File: src/logic/dct_defs.svh
`ifndef DCT_DEFS_SVH
`define DCT_DEFS_SVH

// Points per 1-D transform
`define DCT_N       8

// Input pixel width
`define PIXEL_W     8

// Rounded row and block results
`define COEF_W      11

// Signed cosine constants, Q14
`define COS_W       15
`define FRAC_BITS   14

// Wide enough for eight 11-bit by 15-bit products
`define ACC_W       32

// Subtracted from every unsigned pixel
`define LEVEL_SHIFT 128

`endif

File: src/logic/dct_pkg.sv
`include "dct_defs.svh"

package dct_pkg;

    // Raw pixel as it arrives from the source
    typedef logic [`PIXEL_W-1:0] pixel_t;

    // Level-shifted pixel, one extra bit for the sign
    typedef logic signed [`PIXEL_W:0] sample_t;

    typedef logic signed [`COS_W-1:0] cosine_t;
    typedef logic signed [`ACC_W-1:0] acc_t;
    typedef logic signed [`COEF_W-1:0] coef_t;

    // Indexed by frequency v
    typedef coef_t [`DCT_N-1:0] coef_row_t;

    // Indexed [u][v]
    typedef coef_row_t [`DCT_N-1:0] coef_block_t;

    // DC row weight, 1/(2*sqrt(2)) in Q14
    localparam int COS_DC = 5793;

    // Magnitude of cos(m*pi/16)/2 in Q14 for m in 1..7
    function automatic int cos_mag(input int m);
        int mag;
        case (m)
            1: mag = 8035;
            2: mag = 7568;
            3: mag = 6811;
            4: mag = 5793;
            5: mag = 4551;
            6: mag = 3135;
            7: mag = 1598;
            default: mag = 0;
        endcase
        return mag;
    endfunction

    // Entry [k][n] of the 8-point DCT-II matrix
    function automatic cosine_t dct_cos(input logic [2:0] k, input logic [2:0] n);
        int phase;
        int mag;
        logic neg;
        if (k == 3'd0) begin
            return cosine_t'(COS_DC);
        end
        // Angle (2n+1)*k*pi/16, folded into the first quadrant
        phase = ((2 * int'(n) + 1) * int'(k)) % 32;
        if (phase > 16) begin
            phase = 32 - phase;
        end
        neg = (phase > 8);
        if (neg) begin
            phase = 16 - phase;
        end
        mag = cos_mag(phase);
        if (neg) begin
            return cosine_t'(-mag);
        end
        return cosine_t'(mag);
    endfunction

endpackage

File: src/logic/mac_lane.sv
`timescale 1ns/1ps

`include "dct_defs.svh"

module mac_lane
    import dct_pkg::*;
#(
    parameter type sample_type = sample_t
) (
    input  logic       clk,
    input  logic       rst,
    input  logic       en,
    input  logic       first,
    input  sample_type sample,
    input  cosine_t    weight,
    output acc_t       sum,
    output coef_t      rounded
);

    acc_t product;
    acc_t shifted;
    acc_t round_bit;

    // Both operands sign-extended to full accumulator width
    assign product = acc_t'(sample) * acc_t'(weight);

    // First sample of a group restarts the sum
    always_ff @(posedge clk) begin
        if (rst) begin
            sum <= '0;
        end else if (en) begin
            if (first) begin
                sum <= product;
            end else begin
                sum <= sum + product;
            end
        end
    end

    // Round half up at the Q14 point
    assign shifted   = sum >>> `FRAC_BITS;
    assign round_bit = acc_t'({1'b0, sum[`FRAC_BITS-1]});
    assign rounded   = coef_t'(shifted + round_bit);

endmodule

File: src/logic/row_transform.sv
`timescale 1ns/1ps

`include "dct_defs.svh"

module row_transform
    import dct_pkg::*;
(
    input  logic      clk,
    input  logic      rst,
    input  logic      pix_valid,
    input  pixel_t    pixel,
    output logic      row_valid,
    output coef_row_t row
);

    logic [2:0] col;
    logic       first_col;
    logic       last_col;
    logic       row_done;
    sample_t    shifted;
    coef_row_t  lane_out;
    cosine_t    weight [`DCT_N];

    assign first_col = (col == 3'd0);
    assign last_col  = (col == 3'(`DCT_N - 1));

    // Centre the pixel range around zero
    assign shifted = sample_t'({1'b0, pixel}) - sample_t'(`LEVEL_SHIFT);

    // Column position within the current row
    always_ff @(posedge clk) begin
        if (rst) begin
            col <= '0;
        end else if (pix_valid) begin
            col <= col + 3'd1;
        end
    end

    // One lane per output frequency v
    for (genvar v = 0; v < `DCT_N; v++) begin : g_lane
        assign weight[v] = dct_cos(3'(v), col);

        mac_lane #(
            .sample_type(sample_t)
        ) u_lane (
            .clk    (clk),
            .rst    (rst),
            .en     (pix_valid),
            .first  (first_col),
            .sample (shifted),
            .weight (weight[v]),
            .sum    (),
            .rounded(lane_out[v])
        );
    end

    // Sums settle on the edge taking column 7
    always_ff @(posedge clk) begin
        if (rst) begin
            row_done  <= 1'b0;
            row_valid <= 1'b0;
        end else begin
            row_done  <= pix_valid && last_col;
            row_valid <= row_done;
        end
    end

    // Lanes may already be loading the next row, sum is read before update
    always_ff @(posedge clk) begin
        if (row_done) begin
            row <= lane_out;
        end
    end

endmodule

File: config.mk
export PLATFORM = sky130hd
export DESIGN_NAME = row_transform
export DESIGN_NICKNAME = d
export VERILOG_FILES = /design/src/logic/dct_pkg.sv /design/src/logic/mac_lane.sv /design/src/logic/row_transform.sv
export VERILOG_INCLUDE_DIRS = /design/src /design/src/logic
export SDC_FILE = /design/constraint.sdc
export NUM_CORES = 2
export LEC_CHECK = 0
export BUFFER_PORTS_ARGS = -buffer_cell sky130_fd_sc_hd__buf_2
export CAP_MARGIN = 10
export CORE_ASPECT_RATIO = 1.2
export CORE_UTILIZATION = 55
export DETAILED_ROUTE_END_ITERATION = 16
export MAX_ROUTING_LAYER = met4
export PLACE_DENSITY = 0.7
export SYNTH_ARGS = -nofsm -noshare
export SYNTH_HDL_FRONTEND = slang
export SYNTH_SLANG_ARGS = --single-unit
export TNS_END_PERCENT = 100
File: constraint.sdc
create_clock -name clk -period 11 [get_ports clk]
set_input_delay 1.1 -clock clk [delete_from_list [all_inputs] [get_ports clk]]
set_output_delay 1.1 -clock clk [all_outputs]
set_load 0.1 [all_outputs]
==> impl_metrics.yaml <==
finish:
  areaGrowthSynthToFinish_pct: 5.80
  drive_gt1_frac: 0.0481
  fin_nets: 7123
place:
  pre_cts_ws_ps: 580
  port_buffers: 99
  gp_congestion: 0.939
  dp_hpwl_um: 100000
sta:
  setup_viol: 0
  fmax_mhz: 97.8
  fin_crit_sh: 0.929
  finalMaxSlewViolations: 0
  holdWs_ps: 470
  fin_skew_ps: 30.2
  rsz0062_at_grt: "no"
  setup-tns-final_ps: 0
  layout_setup_ws_ps: 777
  hold_violations: 0
  min_period_ps: 10220
  max_slew_margin: 0.263
  tightest_slew_ps: 1100
floorplan:
  die_width_um: 281
  io_pins: 100
  die_h_um: 337
  rows: 122
  start_util: 0.557
  die-area_um2: 94800
  core_area_um2: 92500
synth:
  synth_top_area_share: 0.295
  synth_area_per_cell_um2: 8.98
  ys_types: 80
  syn_area_um2: 51500
  synth.area.top_cells: "fa_1, ha_1, dfxtp_1, inv_1, edfxtp_1"
  ys_ff_latch: 293
  synth_ff_type: "dfxtp_1"
  synth-edff-count: 88
  yosysTopAreaCell: "fa_1"
  synth_seq_area_share: 0.131
  yosysWarnings: 0
  synthTopCellsByCount: "inv_1, fa_1, ha_1"
  synth_cells: 5733
  syn_nets: 7144
  synth-async-reset-ratio: 0
  synth.most_common_cell: "inv_1"
critical_path:
  rr_startpoint: "col[0]$_SDFFE_PP0P_"
  cp_max_fo: 19
  rrSetupSlack_ps: 780
  critPathLaunchType: "register"
  crit_type: "register to register"
  path_common_cell: "fa_1"
  r2r_end: "g_lane[7].u_lane.sum[24]$_SDFFE_PP0P_"
  ff2ff_path_depth: 37
  crit_arrival_ps: 10730
  cp_slowest_cell: "dfxtp_1"
  required_ps: 11500
  cp-end-kind: "register"
  slowest_delay_ps: 640
cts:
  cts_root_buf: "clkbuf_16"
  clock_path_buffers: 3
  cts_tree: "done"
  clk_latency_ps: 580
  h-tree-depth: 2
  cts_made_buffers: 37
  clkTransAtPathRegs_ps: 70
  clock-sinks: 293
grt:
  grt_overflow: 0
  grt_pass1_wl_um: 209000
  grt_max_degree: 163
  grt_pass1_vias: 41753
  antenna_found_initial: 2
  grtUsageTotal: 0.284
job:
  maxCapViolations: 0
route:
  drc: 0
  vias: 39860
  antenna_left: 0
  routed_via_density: 5.71
  wl_um: 127000
  drt_iter0_markers: 1893
  firstDrtPassIters: 5
  wire_per_inst_um: 18.1
hold_path:
  min_to: "g_lane[2].u_lane.sum[12]$_SDFFE_PP0P_"
  hold_depth: 2
  min-delay-start: "g_lane[2].u_lane.sum[12]$_SDFFE_PP0P_"
  hold_path_class: "register to register"
status:
  status: "complete, no violations"
sequential cells by signal, indices dropped and copies added (netlist names):
signal / count
col: 3
g_lane.u_lane.sum: 200
row: 88
row_done: 1
row_valid: 1
per-layer routing:
| layer | vias up | GRT usage | share of wire |
|---|---|---|---|
| li1 | 18977 | - | - |
| met1 | 19657 | 0.331 | 0.40 |
| met2 | 916 | 0.494 | 0.50 |
| met3 | 310 | 0.0291 | 0.048 |
| met4 | 0 | 0.126 | 0.049 |
| met5 | - | - | 0 |
metrics by stage:
step	utilization	instance area, um^2	cells
final	0.589	54500	6983
after global routing	0.589	54500	6982
after detailed placement	0.575	53200	6908
after floorplan	-	51500	5733
after global placement	0.575	53200	6908
after CTS	0.588	54400	6976
cells by family (layout without fill, tap and decap cells):
kind of cell	count (synthesis)	after routing	share of synthesized area
buf+inv	998	1006	0.0728
other cells	0	2	0
simple gates	1575	1575	0.137
xor+xnor	402	402	0.0685
mux	34	34	0.00671
fa+ha+maj	1401	1401	0.451
compound gates	1030	1030	0.132
flops	293	293	0.131
worst max path at each step:
stage / start / to / slack [ps] / depth (start not counted)
detailed placement: col[0]$_SDFFE_PP0P_ / g_lane[7].u_lane.sum[24]$_SDFFE_PP0P_ / 580 / 37
global placement: col[0]$_SDFFE_PP0P_ / g_lane[7].u_lane.sum[24]$_SDFFE_PP0P_ / 730 / 38
global route: col[0]$_SDFFE_PP0P_ / g_lane[7].u_lane.sum[24]$_SDFFE_PP0P_ / 40 / 37
CTS: col[0]$_SDFFE_PP0P_ / g_lane[7].u_lane.sum[24]$_SDFFE_PP0P_ / 540 / 37
finish: col[0]$_SDFFE_PP0P_ / g_lane[7].u_lane.sum[24]$_SDFFE_PP0P_ / 780 / 37
floorplan: col[1]$_SDFFE_PP0P_ / g_lane[3].u_lane.sum[24]$_SDFFE_PP0P_ / 1590 / 35
critical path: cells and delay by family, from the launching register on:
kind,cells,cell delay [ps]
adders and majority gates,9,4230
muxes,1,300
DFF,1,640
buffers and inverters,6,880
AOI/OAI and AO/OA,13,2520
xor gates and xnor gates,3,760
and+or+nand+nor,5,820
timing repair:
item | in CTS | in global routing
endpoints found under the setup margin | 0 | 3
buffers inserted | 0 | 5
hold buffers | 0 | 0
gates resized for setup | 0 | 2
cell type report:
type	instances	area [um^2]
multi-input combinational	4442	41000
tap	1240	1550
timing repair buffer	150	920
sequential	293	6750
fill	8168	38000
inverter	788	2960
clock buffer	48	1040
clock inverter	20	218
antenna	2	5.00
placed cells by master (no fill, tap or decap), types with 40 or more instances in the layout:
cell         n
inv_1      783
fa_1       759
ha_1       641
nand2_1    579
nor2_1     462
xnor2_1    291
a21oi_1    288
dfxtp_1    204
o21ai_0    179
a21o_1     115
xor2_1     108
buf_2       97
nor3_1      92
nand3_1     90
a311oi_1    88
edfxtp_1    88
and2_1      80
nand2b_1    68
a211oi_1    68
nor2b_1     53
buf_4       49
and3_1      46
o21a_1      40
clkbuf_16   40
Power is not shown: default switching activity piles up to over one toggle a cycle in this logic, so the estimate is an artifact.
